`src/logic/dma_settings.svh`:
```
/*
 * dma copy engine settings
 * bus widths, buffer depths and register word map
 */
`ifndef DMA_SETTINGS_SVH
`define DMA_SETTINGS_SVH

// bus widths
`define DMA_AW 32 // address width
`define DMA_DW 32 // data width

// buffer depths
`define DMA_CMD_DEPTH 4 // copy commands between sequencer and mover
`define DMA_RSP_DEPTH 4 // returned read words

//########################################
// register word offsets in addr[6:2]
//########################################
`define DMA_REG_CONFIG  5'd0
`define DMA_REG_STRIDE  5'd1
`define DMA_REG_COUNT   5'd2
`define DMA_REG_SRCADDR 5'd3 // 5'd4 unused high source word
`define DMA_REG_DSTADDR 5'd5 // 5'd6 unused high dest word
`define DMA_REG_STATUS  5'd7

// status register fields
`define DMA_STATUS_IRQ 8 // irq pending bit

`endif
```
`src/logic/dma_pkg.sv`:
```
/*
 * dma shared types
 * mesh packet, read request, copy command, config fields, sequencer state
 */
`default_nettype none
`include "dma_settings.svh"

package dma_pkg;

   typedef logic [`DMA_AW-1:0] addr_t;
   typedef logic [`DMA_DW-1:0] data_t;

   // mesh packet for the register port and write output
   typedef struct packed {
      logic  write;   // 1 = write transaction
      addr_t dstaddr; // target address
      addr_t srcaddr; // return address
      data_t data;    // payload word
   } mesh_packet_t;

   typedef struct packed {
      addr_t addr; // word to fetch
   } rd_req_t;

   // one word copy
   typedef struct packed {
      addr_t srcaddr;
      addr_t dstaddr;
   } copy_cmd_t;

   // config register layout from bit 31 down
   typedef struct packed {
      logic [15:0] next_descr; // next descriptor pointer for status
      logic [10:0] rsvd_hi;    // unused
      logic        irqmode;    // irq at end of transfer
      logic [2:0]  rsvd_mode;  // unused chain/master/manual bits
      logic        dma_en;     // enable
   } dma_cfg_t;

   typedef enum logic [1:0] {
      SEQ_IDLE = 2'd0,
      SEQ_BUSY = 2'd1,
      SEQ_DONE = 2'd2
   } seq_state_t;

endpackage

`default_nettype wire

```
`src/logic/dma_top.sv`:
```
/*
 * dma copy engine top
 * register block, sequencer, command buffer and mover
 */
`timescale 1ns/10ps
`default_nettype none
`include "dma_settings.svh"

module dma_top (
   input  wire                   clk,
   input  wire                   nreset,
   // register writes
   input  wire                   reg_valid,
   input  dma_pkg::mesh_packet_t reg_packet,
   // memory read port
   output logic                  rd_valid,
   output dma_pkg::rd_req_t      rd_req,
   input  wire                   rd_ready,
   input  wire                   rsp_valid,
   input  dma_pkg::data_t        rsp_data,
   output logic                  rsp_ready,
   // write output
   output logic                  wr_valid,
   output dma_pkg::mesh_packet_t wr_packet,
   input  wire                   wr_ready,
   output logic                  irq
);
   import dma_pkg::*;

   // regs <-> sequencer
   dma_cfg_t   cfg;
   logic       start;
   addr_t      stride;
   data_t      count_reg;
   addr_t      srcaddr_reg;
   addr_t      dstaddr_reg;
   logic       update;
   data_t      count;
   addr_t      srcaddr;
   addr_t      dstaddr;
   seq_state_t state;
   logic       done;
   // command path
   logic       seq_cmd_valid;
   logic       seq_cmd_ready;
   copy_cmd_t  seq_cmd;
   logic       mv_cmd_valid;
   logic       mv_cmd_ready;
   copy_cmd_t  mv_cmd;
   logic       wr_done;

   dma_regs u_regs (
      .clk         (clk),
      .nreset      (nreset),
      .reg_valid   (reg_valid),
      .reg_packet  (reg_packet),
      .update      (update),
      .count       (count),
      .srcaddr     (srcaddr),
      .dstaddr     (dstaddr),
      .state       (state),
      .done        (done),
      .cfg         (cfg),
      .start       (start),
      .stride      (stride),
      .count_reg   (count_reg),
      .srcaddr_reg (srcaddr_reg),
      .dstaddr_reg (dstaddr_reg),
      .irq         (irq)
   );

   dma_sequencer u_seq (
      .clk         (clk),
      .nreset      (nreset),
      .cfg         (cfg),
      .start       (start),
      .stride      (stride),
      .count_reg   (count_reg),
      .srcaddr_reg (srcaddr_reg),
      .dstaddr_reg (dstaddr_reg),
      .cmd_ready   (seq_cmd_ready),
      .wr_done     (wr_done),
      .cmd_valid   (seq_cmd_valid),
      .cmd         (seq_cmd),
      .update      (update),
      .count       (count),
      .srcaddr     (srcaddr),
      .dstaddr     (dstaddr),
      .state       (state),
      .done        (done)
   );

   dma_fifo #(
      .item_t (copy_cmd_t),
      .DEPTH  (`DMA_CMD_DEPTH)
   ) cmd_fifo (
      .clk       (clk),
      .nreset    (nreset),
      .in_valid  (seq_cmd_valid),
      .in_item   (seq_cmd),
      .in_ready  (seq_cmd_ready),
      .out_ready (mv_cmd_ready),
      .out_valid (mv_cmd_valid),
      .out_item  (mv_cmd)
   );

   dma_mover u_mover (
      .clk       (clk),
      .nreset    (nreset),
      .cmd_valid (mv_cmd_valid),
      .cmd       (mv_cmd),
      .cmd_ready (mv_cmd_ready),
      .rd_ready  (rd_ready),
      .rd_valid  (rd_valid),
      .rd_req    (rd_req),
      .rsp_valid (rsp_valid),
      .rsp_data  (rsp_data),
      .rsp_ready (rsp_ready),
      .wr_ready  (wr_ready),
      .wr_valid  (wr_valid),
      .wr_packet (wr_packet),
      .wr_done   (wr_done)
   );

endmodule

`default_nettype wire

```
`src/logic/dma_mover.sv`:
```
/*
 * dma mover
 * reads the source word of the head command, buffers the return and
 * emits the write packet to the command's destination
 */
`timescale 1ns/10ps
`default_nettype none
`include "dma_settings.svh"

module dma_mover (
   input  wire                   clk,
   input  wire                   nreset,
   // command buffer pop side
   input  wire                   cmd_valid,
   input  dma_pkg::copy_cmd_t    cmd,
   output logic                  cmd_ready,
   // memory read port
   input  wire                   rd_ready,
   output logic                  rd_valid,
   output dma_pkg::rd_req_t      rd_req,
   input  wire                   rsp_valid,
   input  dma_pkg::data_t        rsp_data,
   output logic                  rsp_ready,
   // write output
   input  wire                   wr_ready,
   output logic                  wr_valid,
   output dma_pkg::mesh_packet_t wr_packet,
   output logic                  wr_done
);
   import dma_pkg::*;

   logic  rd_sent;   // read issued for head command
   logic  buf_valid;
   data_t buf_data;
   logic  wr_fire;

   // returned words, in request order
   dma_fifo #(
      .item_t (data_t),
      .DEPTH  (`DMA_RSP_DEPTH)
   ) rsp_fifo (
      .clk       (clk),
      .nreset    (nreset),
      .in_valid  (rsp_valid),
      .in_item   (rsp_data),
      .in_ready  (rsp_ready),
      .out_ready (wr_fire),   // word leaves with its write
      .out_valid (buf_valid),
      .out_item  (buf_data)
   );

   // one read in flight
   assign rd_valid    = cmd_valid & ~rd_sent;
   assign rd_req.addr = cmd.srcaddr;

   always_ff @(posedge clk or negedge nreset) begin
      if (!nreset)
         rd_sent <= 1'b0;
      else if (wr_fire)
         rd_sent <= 1'b0;
      else if (rd_valid & rd_ready)
         rd_sent <= 1'b1;
   end

   //########################################
   // write stage
   //########################################
   assign wr_valid          = cmd_valid & rd_sent & buf_valid;
   assign wr_packet.write   = 1'b1;
   assign wr_packet.dstaddr = cmd.dstaddr;
   assign wr_packet.srcaddr = cmd.srcaddr; // origin of the word
   assign wr_packet.data    = buf_data;
   assign wr_fire           = wr_valid & wr_ready;
   assign cmd_ready         = wr_fire; // pop command on accepted write
   assign wr_done           = wr_fire;

endmodule

`default_nettype wire

```
`src/logic/dma_sequencer.sv`:
```
/*
 * dma sequencer
 * walks the transfer one word per cycle, pushes copy commands and
 * writes the advanced count and addresses back to the registers
 */
`timescale 1ns/10ps
`default_nettype none
`include "dma_settings.svh"

module dma_sequencer (
   input  wire                   clk,
   input  wire                   nreset,
   input  dma_pkg::dma_cfg_t     cfg,
   input  wire                   start,
   input  dma_pkg::addr_t        stride,
   input  dma_pkg::data_t        count_reg,
   input  dma_pkg::addr_t        srcaddr_reg,
   input  dma_pkg::addr_t        dstaddr_reg,
   // command buffer push side
   input  wire                   cmd_ready,
   input  wire                   wr_done,
   output logic                  cmd_valid,
   output dma_pkg::copy_cmd_t    cmd,
   // register write back
   output logic                  update,
   output dma_pkg::data_t        count,
   output dma_pkg::addr_t        srcaddr,
   output dma_pkg::addr_t        dstaddr,
   output dma_pkg::seq_state_t   state,
   output logic                  done
);
   import dma_pkg::*;

   // enough for a full command buffer, one read and the write stage
   localparam int PEND_W = $clog2(`DMA_CMD_DEPTH) + 3;

   logic              push;
   logic              go;
   logic              finished;
   logic [PEND_W-1:0] pending; // pushed but not yet written

   //########################################
   // command generation
   //########################################
   assign cmd_valid   = (state == SEQ_BUSY) & (count_reg != '0);
   assign cmd.srcaddr = srcaddr_reg;
   assign cmd.dstaddr = dstaddr_reg;
   assign push        = cmd_valid & cmd_ready;

   // advanced values, loaded by dma_regs on update
   assign update  = push;
   assign count   = count_reg - 1'b1;
   assign srcaddr = srcaddr_reg + stride;
   assign dstaddr = dstaddr_reg + stride;

   //########################################
   // outstanding writes
   //########################################
   always_ff @(posedge clk or negedge nreset) begin
      if (!nreset)
         pending <= '0;
      else
         case ({push, wr_done})
            2'b10:   pending <= pending + 1'b1;
            2'b01:   pending <= pending - 1'b1;
            default: pending <= pending; // both or none
         endcase
   end

   //########################################
   // state machine
   //########################################
   assign go       = start & cfg.dma_en & (count_reg != '0);
   assign finished = (state == SEQ_BUSY) & (count_reg == '0) & (pending == '0);

   always_ff @(posedge clk or negedge nreset) begin
      if (!nreset) begin
         state <= SEQ_IDLE;
         done  <= 1'b0;
      end else begin
         done <= 1'b0;
         if (start & ~cfg.dma_en) begin
            state <= SEQ_IDLE; // disabled by software
         end else begin
            case (state)
               SEQ_IDLE: if (go) state <= SEQ_BUSY;
               SEQ_BUSY: begin
                  if (finished) begin
                     state <= SEQ_DONE;
                     done  <= 1'b1; // single pulse on entry
                  end
               end
               SEQ_DONE: if (go) state <= SEQ_BUSY; // restart without idle
               default:  state <= SEQ_IDLE;
            endcase
         end
      end
   end

endmodule

`default_nettype wire

```
`src/logic/dma_regs.sv`:
```
/*
 * dma configuration registers
 * decodes mesh write packets, holds transfer registers, mirrors the live
 * count and addresses from the sequencer and keeps the irq pending flag
 */
`timescale 1ns/10ps
`default_nettype none
`include "dma_settings.svh"

module dma_regs (
   input  wire                      clk,
   input  wire                      nreset,
   // register write port, always accepted
   input  wire                      reg_valid,
   input  dma_pkg::mesh_packet_t    reg_packet,
   // live values from sequencer
   input  wire                      update,
   input  dma_pkg::data_t           count,
   input  dma_pkg::addr_t           srcaddr,
   input  dma_pkg::addr_t           dstaddr,
   input  dma_pkg::seq_state_t      state,
   input  wire                      done,
   // to sequencer
   output dma_pkg::dma_cfg_t        cfg,
   output logic                     start,
   output dma_pkg::addr_t           stride,
   output dma_pkg::data_t           count_reg,
   output dma_pkg::addr_t           srcaddr_reg,
   output dma_pkg::addr_t           dstaddr_reg,
   output logic                     irq
);
   import dma_pkg::*;

   logic       reg_write;
   logic [4:0] reg_idx;
   logic       config_write;
   logic       stride_write;
   logic       count_write;
   logic       srcaddr_write;
   logic       dstaddr_write;
   logic       status_write;
   logic       irq_set;
   data_t      status_reg;

   //########################################
   // decode
   //########################################
   assign reg_write     = reg_valid & reg_packet.write;
   assign reg_idx       = reg_packet.dstaddr[6:2]; // word index
   assign config_write  = reg_write & (reg_idx == `DMA_REG_CONFIG);
   assign stride_write  = reg_write & (reg_idx == `DMA_REG_STRIDE);
   assign count_write   = reg_write & (reg_idx == `DMA_REG_COUNT);
   assign srcaddr_write = reg_write & (reg_idx == `DMA_REG_SRCADDR);
   assign dstaddr_write = reg_write & (reg_idx == `DMA_REG_DSTADDR);
   assign status_write  = reg_write & (reg_idx == `DMA_REG_STATUS);

   //########################################
   // config and start
   //########################################
   always_ff @(posedge clk or negedge nreset) begin
      if (!nreset) begin
         cfg   <= '0;
         start <= 1'b0;
      end else begin
         start <= config_write; // one cycle after, cfg already loaded
         if (config_write)
            cfg <= dma_cfg_t'(reg_packet.data);
      end
   end

   //########################################
   // datapath registers
   //########################################
   always_ff @(posedge clk) begin
      if (stride_write)
         stride <= addr_t'(reg_packet.data);
   end

   // software write wins over sequencer mirror
   always_ff @(posedge clk) begin
      if (count_write)
         count_reg <= reg_packet.data;
      else if (update)
         count_reg <= count;
   end

   always_ff @(posedge clk) begin
      if (srcaddr_write)
         srcaddr_reg <= addr_t'(reg_packet.data);
      else if (update)
         srcaddr_reg <= srcaddr;
   end

   always_ff @(posedge clk) begin
      if (dstaddr_write)
         dstaddr_reg <= addr_t'(reg_packet.data);
      else if (update)
         dstaddr_reg <= dstaddr;
   end

   //########################################
   // status and irq
   //########################################
   assign irq_set = done & cfg.irqmode;

   always_ff @(posedge clk or negedge nreset) begin
      if (!nreset) begin
         status_reg <= '0;
      end else if (status_write) begin
         status_reg <= reg_packet.data;
         status_reg[`DMA_STATUS_IRQ] <= 1'b0; // any status write acks irq
      end else begin
         if (config_write) begin
            status_reg[31:16] <= cfg.next_descr; // current descriptor
            status_reg[1:0]   <= state;          // state at (re)start
         end
         if (irq_set)
            status_reg[`DMA_STATUS_IRQ] <= 1'b1;
      end
   end

   assign irq = status_reg[`DMA_STATUS_IRQ];

endmodule

`default_nettype wire

```
`src/logic/dma_fifo.sv`:
```
/*
 * synchronous valid/ready buffer
 * circular storage with occupancy count, payload type set per instance
 */
`timescale 1ns/10ps
`default_nettype none
`include "dma_settings.svh"

module dma_fifo #(
   parameter type item_t = logic,
   parameter int  DEPTH  = `DMA_CMD_DEPTH
) (
   input  wire   clk,
   input  wire   nreset,
   // push side
   input  wire   in_valid,
   input  item_t in_item,
   output logic  in_ready,
   // pop side
   input  wire   out_ready,
   output logic  out_valid,
   output item_t out_item
);

   localparam int PTR_W = (DEPTH > 1) ? $clog2(DEPTH) : 1;
   localparam int OCC_W = $clog2(DEPTH + 1);
   localparam logic [PTR_W-1:0] LAST = PTR_W'(DEPTH - 1);
   localparam logic [OCC_W-1:0] FULL = OCC_W'(DEPTH);

   item_t             mem [DEPTH];
   logic [PTR_W-1:0]  wr_ptr;
   logic [PTR_W-1:0]  rd_ptr;
   logic [OCC_W-1:0]  occ;
   logic              push;
   logic              pop;

   assign out_valid = (occ != '0);
   assign out_item  = mem[rd_ptr];
   assign in_ready  = (occ != FULL) | out_ready; // full but draining is ok
   assign push      = in_valid & in_ready;
   assign pop       = out_valid & out_ready;

   // storage
   always_ff @(posedge clk) begin
      if (push)
         mem[wr_ptr] <= in_item;
   end

   //########################################
   // pointers and occupancy
   //########################################
   always_ff @(posedge clk or negedge nreset) begin
      if (!nreset) begin
         wr_ptr <= '0;
         rd_ptr <= '0;
         occ    <= '0;
      end else begin
         if (push)
            wr_ptr <= (wr_ptr == LAST) ? '0 : wr_ptr + 1'b1;
         if (pop)
            rd_ptr <= (rd_ptr == LAST) ? '0 : rd_ptr + 1'b1;
         case ({push, pop})
            2'b10:   occ <= occ + 1'b1;
            2'b01:   occ <= occ - 1'b1;
            default: occ <= occ;
         endcase
      end
   end

endmodule

`default_nettype wire

```
`config.mk`:
```
export PLATFORM = sky130hd
export DESIGN_NAME = dma_top
export DESIGN_NICKNAME = d
export VERILOG_FILES = /design/src/logic/dma_pkg.sv /design/src/logic/dma_top.sv /design/src/logic/dma_mover.sv /design/src/logic/dma_sequencer.sv /design/src/logic/dma_regs.sv /design/src/logic/dma_fifo.sv
export VERILOG_INCLUDE_DIRS = /design/src /design/src/logic
export SDC_FILE = /design/constraint.sdc
export NUM_CORES = 1
export LEC_CHECK = 0
export BUFFER_PORTS_ARGS = -buffer_cell sky130_fd_sc_hd__buf_2
export CAP_MARGIN = 15
export CORE_ASPECT_RATIO = 0.5
export CORE_MARGIN = 8
export CORE_UTILIZATION = 44
export DETAILED_ROUTE_END_ITERATION = 10
export GPL_ROUTABILITY_DRIVEN = 0
export HOLD_SLACK_MARGIN = 0.03
export PLACE_DENSITY = 0.59
export SLEW_MARGIN = 20
export SYNTH_ARGS = -nofsm -noshare
export SYNTH_HDL_FRONTEND = slang
export SYNTH_HIERARCHICAL = 1
export SYNTH_SLANG_ARGS = --single-unit
export TNS_END_PERCENT = 30
```
`constraint.sdc`:
```
create_clock -name clk -period 4.76 [get_ports clk]
set_input_delay 0.476 -clock clk [delete_from_list [all_inputs] [get_ports clk]]
set_output_delay 0.476 -clock clk [all_outputs]
set_load 0.005 [all_outputs]
```
Yosys cells after proc, flatten, opt, wreduce, memory -nomap -nowiden:

Memories as Yosys holds them, arrays and structs flattened.
Index checks and enable logic that the tools add are counted.
W data, S select, Z words.

* memories: 2
* bits of input ports: 135
* register bits: 155
* word-level logic and storage cells: 126
* bits in writable memories: 384
* output and inout bits: 133

Memory list
* cmd_fifo.mem: words 4, bits a word 64, rd ports 1, clocked after memory_dff 0, wr ports 1, line dma_fifo.sv:30 `item_t mem [DEPTH];`
* u_mover.rsp_fifo.mem: words 4, bits a word 32, rd ports 1, clocked after memory_dff 0, wr ports 1, line dma_fifo.sv:30

* mux-type cells: 28
* bitwise gates (word level): 27
* eq/ne operators: 21
* reductions and logical operators: 17
* $add $sub $neg: 13

Operator list (count)
* $mux W32: 6
* $add A32 B32 Y32: 2
* $logic_not A32 Y1: 1
* $reduce_bool A32 Y1: 1
* $sub A32 B1 Y32 const B: 1
* $and A1 B1 Y1: 23
* $eq A2 B2 Y1 const B: 8
* $reduce_bool A2 Y1: 8
* $mux W2: 7
* $pmux W3 S2: 2
* $mux W1: 11
* $eq A5 B2 Y1 const B: 2
* $eq A5 B3 Y1 const B: 2
* $logic_not A5 Y1: 2
* $pmux W5 S2: 1
* $add A2 B1 Y2 const B: 4
* $eq A2 B1 Y1 const B: 4
* $add A3 B1 Y3 const B: 2
* $ne A3 B3 Y1 const B: 2
* $reduce_bool A3 Y1: 2
* $sub A3 B1 Y3 const B: 2
* $add A5 B1 Y5 const B: 1
* $eq A5 B1 Y1 const B: 1
* $sub A5 B1 Y5 const B: 1
* other kinds (8): 10

Logic depth before layout (Yosys ltp):

Gate-level depths: netlist of run 1.

* depth in word-level cells: 8
* gate-level depth with buffers: 16
* gate-level depth less buffers: 15

By module:

Netlist of run 1, hierarchy kept.

Modules (own cells, without submodules)
* dma_fifo (cmd_fifo): cells each 377, area each 9659.3 µm², sequential area each 7862.5 µm², instances 1
* dma_regs: cells each 320, area each 6487.5 µm², sequential area each 4694.5 µm², instances 1
* dma_fifo (u_mover.rsp_fifo): cells each 211, area each 5056.1 µm², sequential area each 4018.9 µm², instances 1
* dma_sequencer: cells each 693, area each 4899.7 µm², sequential area each 200.2 µm², instances 1
* dma_mover: cells each 105, area each 803.3 µm², sequential area each 25.0 µm², instances 1

Least setup slack after synthesis of run 1:

No wires, ideal clock.

* path type: flip-flop to flip-flop
* start: reg u_regs.count_reg[5]
* end: reg u_seq.pending[4]
* setup time: 0.125 ns
* required time: 4.635 ns
* cell stages (with the launch flop): 17
* setup slack: 1.157 ns
* buffers on the path: 1
* clock period less this slack: 3.603 ns
* data arrival time: 3.478 ns
* cells stage by stage: edfxtp_1 > or4_4 > or4_4 > buf_6 > nor4_4 > and4_1 > nor2_1 > nand2_1 > ha_1 > inv_1 > fa_1 > inv_1 > a21o_1 > a21oi_1 > xnor2_1 > nor2_1 > xor2_1

* longest elaborated chain between the ends: 5
* elaborated cells on any way between the ends: 7
* classes of those cells: eq/ne (2); mux (1); bitwise (2); reduce/logical (2)

RTL lines
* from (decl): line dma_regs.sv:27 `output dma_pkg::data_t count_reg,`
* from (signal assigned): line dma_regs.sv:82 `count_reg <= reg_packet.data;`
* from (signal assigned): line dma_regs.sv:84 `count_reg <= count;`
* $reduce_bool A32 Y1 *: line dma_sequencer.sv:45 `assign cmd_valid = (state == SEQ_BUSY) & (count_reg != '0);`
* $and A1 B1 Y1 *: line dma_sequencer.sv:45
* via seq_cmd_valid: line dma_top.sv:44 `logic seq_cmd_valid;`
* $and A1 B1 Y1 *: line dma_sequencer.sv:48 `assign push = cmd_valid & cmd_ready;`
* $eq A2 B1 Y1 or $eq A2 B2 Y1 (tied branches): line dma_sequencer.sv:63 `case ({push, wr_done})`
* $pmux W5 S2 or $reduce_bool A2 Y1 (tied branches)
* to (signal assigned): line dma_sequencer.sv:64 `2'b10: pending <= pending + 1'b1;`
* to (signal assigned): line dma_sequencer.sv:65 `2'b01: pending <= pending - 1'b1;`
* to (signal assigned): line dma_sequencer.sv:66 `default: pending <= pending;`
* to (decl): line dma_sequencer.sv:40 `logic [PEND_W-1:0] pending;`

Mark *: on every way through the listed nets, which the timed path passes. The rest lies on a longest branch.
A chain may end at the register's enable or synchronous reset.

Final worst setup path of run 1:

* start: reg u_regs.count_reg[8]
* end: reg u_seq.pending[4]

The elaborated chain is that of the path after synthesis.

==> flow_metrics.tcl, run 1 <==
set metrics [dict create \
    row_count 62 \
    placed_cell_area_sq_mm 0.02646 \
    relSlewSlack 0.3309 \
    vias_per_cell 5.461 \
    drt-initial-drc-count 1169 \
    hold_slack_ps 128.8 \
    maxCapViolations 0 \
    powerDensity_mw_per_mm2 455.6 \
    dieWidth_microns 358.6 \
    p_clk_frac 0.301 \
    drc_errors 0 \
    worstPathBufferInverterCount 2 \
    worstSetupPathType "reg -> reg" \
    start_util 0.4473 \
    global_route.usage.total 0.1634 \
    slowest_stage "or4_4" \
    die_area_sq_mm 0.06715 \
    swShare 0.2748 \
    cts_buffers 49 \
    cp_slowest_stage_delay_ps 580 \
    path_clk_slew_ps 60 \
    grt_pass1_wl_microns 84300 \
    coreArea_sq_mm 0.05772 \
    cp_data_arrival_time_ps 4490 \
    grt.overflow.total 0 \
    peakVddDrop_mv 0.2356 \
    multi_input_area_sq_mm 0.008080 \
    startpoint_type "flip-flop" \
    switching_power_mw 3.509 \
    combPwrFrac 0.232 \
    vias 13750 \
    fin_crit_ps 4048 \
    filler_cell_count 4944 \
    reg.largest.list "cmd_fifo/mem: 256 flops, u_mover/rsp_fifo/mem: 128 flops" \
    synth_area_per_cell_sq_um 15.68 \
    stdcell_area_sq_mm 0.02803 \
    p_leak_nw 10.00 \
    htree_levels 2 \
    hold_viol 0 \
    synth_area_sq_mm 0.02582 \
    endpoint_kind "flip-flop" \
    grt_max_degree 49 \
    layout-drive-gt1-share 0.3026 \
    syn_to_final_growth_pct 8.573 \
    p_total_mw 12.77 \
    grt_pass1_vias 13540 \
    top_register "cmd_fifo/mem" \
    largest_reg_flops 256 \
    port_buffers 207 \
    finalSetupTns_ps 0 \
    cp_max_fo 8 \
    root_buffer "clkbuf_16" \
    hold_class "in -> reg" \
    setup_viol 0 \
    skew_ps 30.39 \
    cts_tree "built" \
    cts.path.max_buffers 3 \
    clkSinkCount 539 \
    antenna_found_initial 1 \
    synth_nets 1866 \
    drv_slew 0 \
    ys_warn_count 6 \
    nets 1927 \
    ant_nets 0 \
    tightest_slew_ps 1004 \
    firstDrtPassIters 5 \
    seq_area_sq_mm 0.01606 \
    hpwl_microns 39600 \
    fp.dieH_microns 187.3 \
    syn_inst 1646 \
    power_frac_seq 0.467 \
    intPower_mw 9.261 \
    status "complete, no violations" \
    post_cts_buffers 0 \
    wl_per_cell_microns 22.38 \
    rsz0062_at_grt "no" \
    placedCellCount 2423 \
    drt-total-wl_microns 56340 \
    path_cells "or4_4, or4_4, nor4_4, and4_1, nor2_1, nand2_1, ha_1, inv_1, fa_1, inv_1, a21o_1, a21oi_1, xnor2_1, nor2_1, xor2_1" \
    num_io_pins 268 \
    final_cells 2517 \
    min_period_over_period 0.8504 \
    critPathTopFamily "simple AND/OR/NAND/NOR gates" \
    worstPathRequired_ps 5200 \
    insertion_delay_ps 580 \
    fmax_ghz 0.2470 \
]
==> cells in the final DEF, fill, tap and decap left out, types with 9 or more instances in the layout <==
master,n
edfxtp_1,512
buf_2,207
mux4_2,96
ha_1,80
a21oi_1,75
mux2_2,73
nand2_1,59
nor2_1,53
clkbuf_16,51
xor2_1,48
xnor2_1,47
o21ai_0,42
inv_1,40
mux2_4,29
dfrtp_1,24
buf_4,24
a21o_1,23
nand3_1,22
nor3_1,20
clkinv_1,14
nand2b_1,12
nand4_1,12
a211oi_1,11
o21bai_1,9
==> worst paths after layout <==
kind | from | end | slack [ps] | cells after the start
setup / recovery | u_regs/count_reg[8] | u_seq/pending[4] | 710 | 15
hold / removal | rsp_data[30] | u_mover/rsp_fifo/mem[1][30] | 130 | 1
setup reg to reg | u_regs/count_reg[8] | u_seq/pending[4] | 710 | 15
hold reg to reg | u_seq/pending[4] | u_seq/pending[4] | 470 | 1
max in group asynchronous | nreset | cmd_fifo/rd_ptr[0] | 3540 | 2
min in group asynchronous | nreset | u_regs/start | 550 | 2
==> power groups by stage <==
stage / combinational (mW) / sequential, mW / clock, mW
after global placement: 3.04 / 6.07 / 0
final: 2.96 / 5.96 / 3.85
after CTS: 3.07 / 5.98 / 3.96
after detailed placement: 3.07 / 6.08 / 0
after floorplan: 2.64 / 5.80 / 0
after global routing: 3.26 / 6.03 / 4.14
==> routing by layer <==
| layer | global-route usage | share of wire | up-vias | wire length (microns) |
|---|---|---|---|---|
| li1 | - | - | 6317 | - |
| met1 | 0.2445 | 0.47 | 6993 | 26700 |
| met2 | 0.2504 | 0.45 | 371 | 25170 |
| met3 | 0.02982 | 0.064 | 62 | 3627 |
| met4 | 0.02887 | 0.015 | 2 | 828 |
| met5 | 0 | 0.00023 | - | 13 |
==> layout make-up <==
type / count / area share
Tap cell: 768 / 0.03428
Clock buffer: 59 / 0.04660
Inverter: 40 / 0.005356
Timing Repair Buffer: 232 / 0.04374
Clock inverter: 33 / 0.008838
Antenna cell: 1 / 0.00008927
Sequential cell: 539 / 0.5728
Multi-Input combinational cell: 845 / 0.2883
==> worst register-to-register path: stages, from the launching register on <==
cell and delay (ps):
edfxtp_1 410, or4_4 580, or4_4 500, nor4_4 400, and4_1 280, nor2_1 210
nand2_1 180, ha_1 250, inv_1 100, fa_1 400, inv_1 70, a21o_1 110
a21oi_1 80, xnor2_1 130, nor2_1 60, xor2_1 140
==> metrics by stage <==
stage                     setup WS (ps)  utilization
after floorplan                    1157            -
after global placement            817.2       0.4585
after detailed placement          789.1       0.4585
after CTS                         753.3       0.4856
after global routing              404.9       0.4856
final                             712.2       0.4857
==> timing repair <==
item,in CTS,in global routing
endpoints found under the hold margin,22,0
hold buffers,1,0
resized for setup,0,0
Power figures use the tool's default switching activity.
==> inputs of run 2 (changes only) <==
--- a/config.mk
+++ b/config.mk
@@ -6,15 +6,17 @@
 export SDC_FILE = /design/constraint.sdc
 export NUM_CORES = 1
 export LEC_CHECK = 0
-export BUFFER_PORTS_ARGS = -buffer_cell sky130_fd_sc_hd__buf_2
 export CAP_MARGIN = 15
+export CELL_PAD_IN_SITES_DETAIL_PLACEMENT = 1
+export CELL_PAD_IN_SITES_GLOBAL_PLACEMENT = 1
 export CORE_ASPECT_RATIO = 0.5
 export CORE_MARGIN = 8
-export CORE_UTILIZATION = 44
+export CORE_UTILIZATION = 35
 export DETAILED_ROUTE_END_ITERATION = 10
+export DONT_BUFFER_PORTS = 1
 export GPL_ROUTABILITY_DRIVEN = 0
 export HOLD_SLACK_MARGIN = 0.03
-export PLACE_DENSITY = 0.59
+export PLACE_DENSITY = 0.53
 export SLEW_MARGIN = 20
 export SYNTH_ARGS = -nofsm -noshare
 export SYNTH_HDL_FRONTEND = slang
==> flow_metrics.tcl, run 2 (synthesis results as in run 1) <==
set metrics [dict create \
    status "complete, no violations" \
    clkSinkCount 539 \
    htree_levels 2 \
    port_buffers 0 \
    path_clk_slew_ps 70 \
    coreArea_sq_mm 0.07305 \
    cts_buffers 52 \
    p_leak_nw 9.623 \
    layout_common_cells "edfxtp_1, mux4_2, ha_1, a21oi_1" \
    worstPathBufferInverterCount 2 \
    worstPathRequired_ps 5260 \
    fp.dieH_microns 208.0 \
    r2r_slack_ps 600 \
    critPathTopFamily "simple AND/OR/NAND/NOR gates" \
    cts.path.max_buffers 3 \
    root_buffer "clkbuf_16" \
    relSlewSlack 0.2948 \
    top_register "cmd_fifo/mem" \
    layout-drive-gt1-share 0.2075 \
    peakVddDrop_mv 0.2923 \
    firstDrtPassIters 5 \
    grt.overflow.total 0 \
    start_util 0.3534 \
    intPower_mw 9.218 \
    cp_data_arrival_time_ps 4660 \
    drt-total-wl_microns 66150 \
    finalSetupTns_ps 0 \
    endpoint_kind "flip-flop" \
    grt_max_degree 48 \
    vias_per_cell 5.250 \
    rsz0062_at_grt "no" \
    cp_slowest_stage_delay_ps 550 \
    skew_ps 17.62 \
    row_count 70 \
    insertion_delay_ps 630 \
    die_area_sq_mm 0.08324 \
    grt_pass1_wl_microns 98120 \
    dp_slack_ps 623.8 \
    maxCapViolations 0 \
    largest_reg_flops 256 \
    swShare 0.2852 \
    setup_viol 0 \
    slowest_stage "or4_4" \
    cts_resized 0 \
    stdcell_area_sq_mm 0.02824 \
    antenna_cells 0 \
    mostFrequentLayoutCell "edfxtp_1" \
    wl_per_cell_microns 25.53 \
    vias 13600 \
    combPwrFrac 0.202 \
    hold_viol 0 \
    grt_pass1_vias 14550 \
    cts_tree "built" \
    path_cells "or4_4, or4_4, nor4_4, and4_1, nor2_1, nand2_1, ha_1, inv_1, fa_1, inv_1, a21o_1, a21oi_1, xnor2_1, nor2_1, xor2_1" \
    fin_ws_ps 598.5 \
    ctsHoldBuffers 74 \
    placed_cell_area_sq_mm 0.02572 \
    hold_class "in -> reg" \
    tightest_slew_ps 1054 \
    dieWidth_microns 400.1 \
    reg.largest.list "cmd_fifo/mem: 256 flops, u_mover/rsp_fifo/mem: 128 flops" \
    ant_nets 0 \
    post_cts_buffers 0 \
    drt-initial-drc-count 885 \
    worstSetupPathType "reg -> reg" \
    fmax_ghz 0.2403 \
    hold_slack_ps 78.88 \
    cp_max_fo 8 \
    hpwl_microns 45660 \
    switching_power_mw 3.678 \
    fin_crit_ps 4162 \
    powerDensity_mw_per_mm2 456.6 \
    drc_errors 0 \
    startpoint_type "flip-flop" \
    global_route.usage.total 0.1561 \
    min_period_over_period 0.8743 \
    power_frac_seq 0.462 \
    nets 1797 \
    p_clk_frac 0.336 \
    antenna_found_initial 4 \
    syn_to_final_growth_pct 9.387 \
    drv_slew 0 \
    num_io_pins 268 \
    p_total_mw 12.90 \
]
run 2: cell count changes in the layout (fill, tap and decap cells not counted), moves of 2 or more:
cell / change
buf_2: -207
dlygate4sd3_1: +72
clkinv_1: -7
bufinv_16: +4
clkinv_2: +3
clkinv_16: +2
clkinv_4: +2
run 2: stage by stage:
step	cells	util
floorplan	1646	-
global placement	2420	0.3517
detailed placement	2421	0.3521
CTS	2591	0.3866
global route	2591	0.3866
finish	2591	0.3866
run 2: worst register-to-register path: stages, from the launching register on:
cell and delay (ps):
edfxtp_1 470, or4_4 550, or4_4 510, nor4_4 390, and4_1 270, nor2_1 230
nand2_1 190, ha_1 250, inv_1 110, fa_1 420, inv_1 100, a21o_1 130
a21oi_1 70, xnor2_1 160, nor2_1 70, xor2_1 150
run 2: area by class of cell:
type	count	area, sq um
fillers	7244	44800
inverters	40	150.1
clock inverters	37	446.7
multi-input cells	845	8085
repair buffers	99	958.4
flip-flops and latches	539	16060
clock buffers	59	1328
well taps	972	1216
run 2: routing by layer:
layer,global-route usage,vias up,routed length (microns)
met1,0.2253,7216,31510
met4,0.03123,4,977
met3,0.02825,77,3332
li1,-,6037,-
met5,0,-,27
met2,0.2467,268,30310
run 2: path summary, 6_finish.rpt:
check / start / to / cells past startpoint
min in group asynchronous: nreset / u_mover/rsp_fifo/wr_ptr[1] / 2
worst max register to register: u_regs/count_reg[5] / u_seq/pending[4] / 15
worst min register to register: u_seq/pending[4] / u_seq/pending[4] / 1
max in group asynchronous: nreset / u_seq/pending[4] / 2
worst max-delay path: u_regs/count_reg[5] / u_seq/pending[4] / 15
worst min-delay path: reg_packet[31] / u_regs/dstaddr_reg[31] / 1
run 2: power groups by stage:
stage,Sequential (mW),Combinational [mW],Clock [mW]
4_1_cts,5.98,2.73,4.50
5_1_grt,6.03,2.85,4.64
2_1_floorplan,5.80,2.64,0
3_5_place_dp,6.08,2.61,0
6_report,5.96,2.61,4.33
3_3_place_gp,6.04,2.54,0
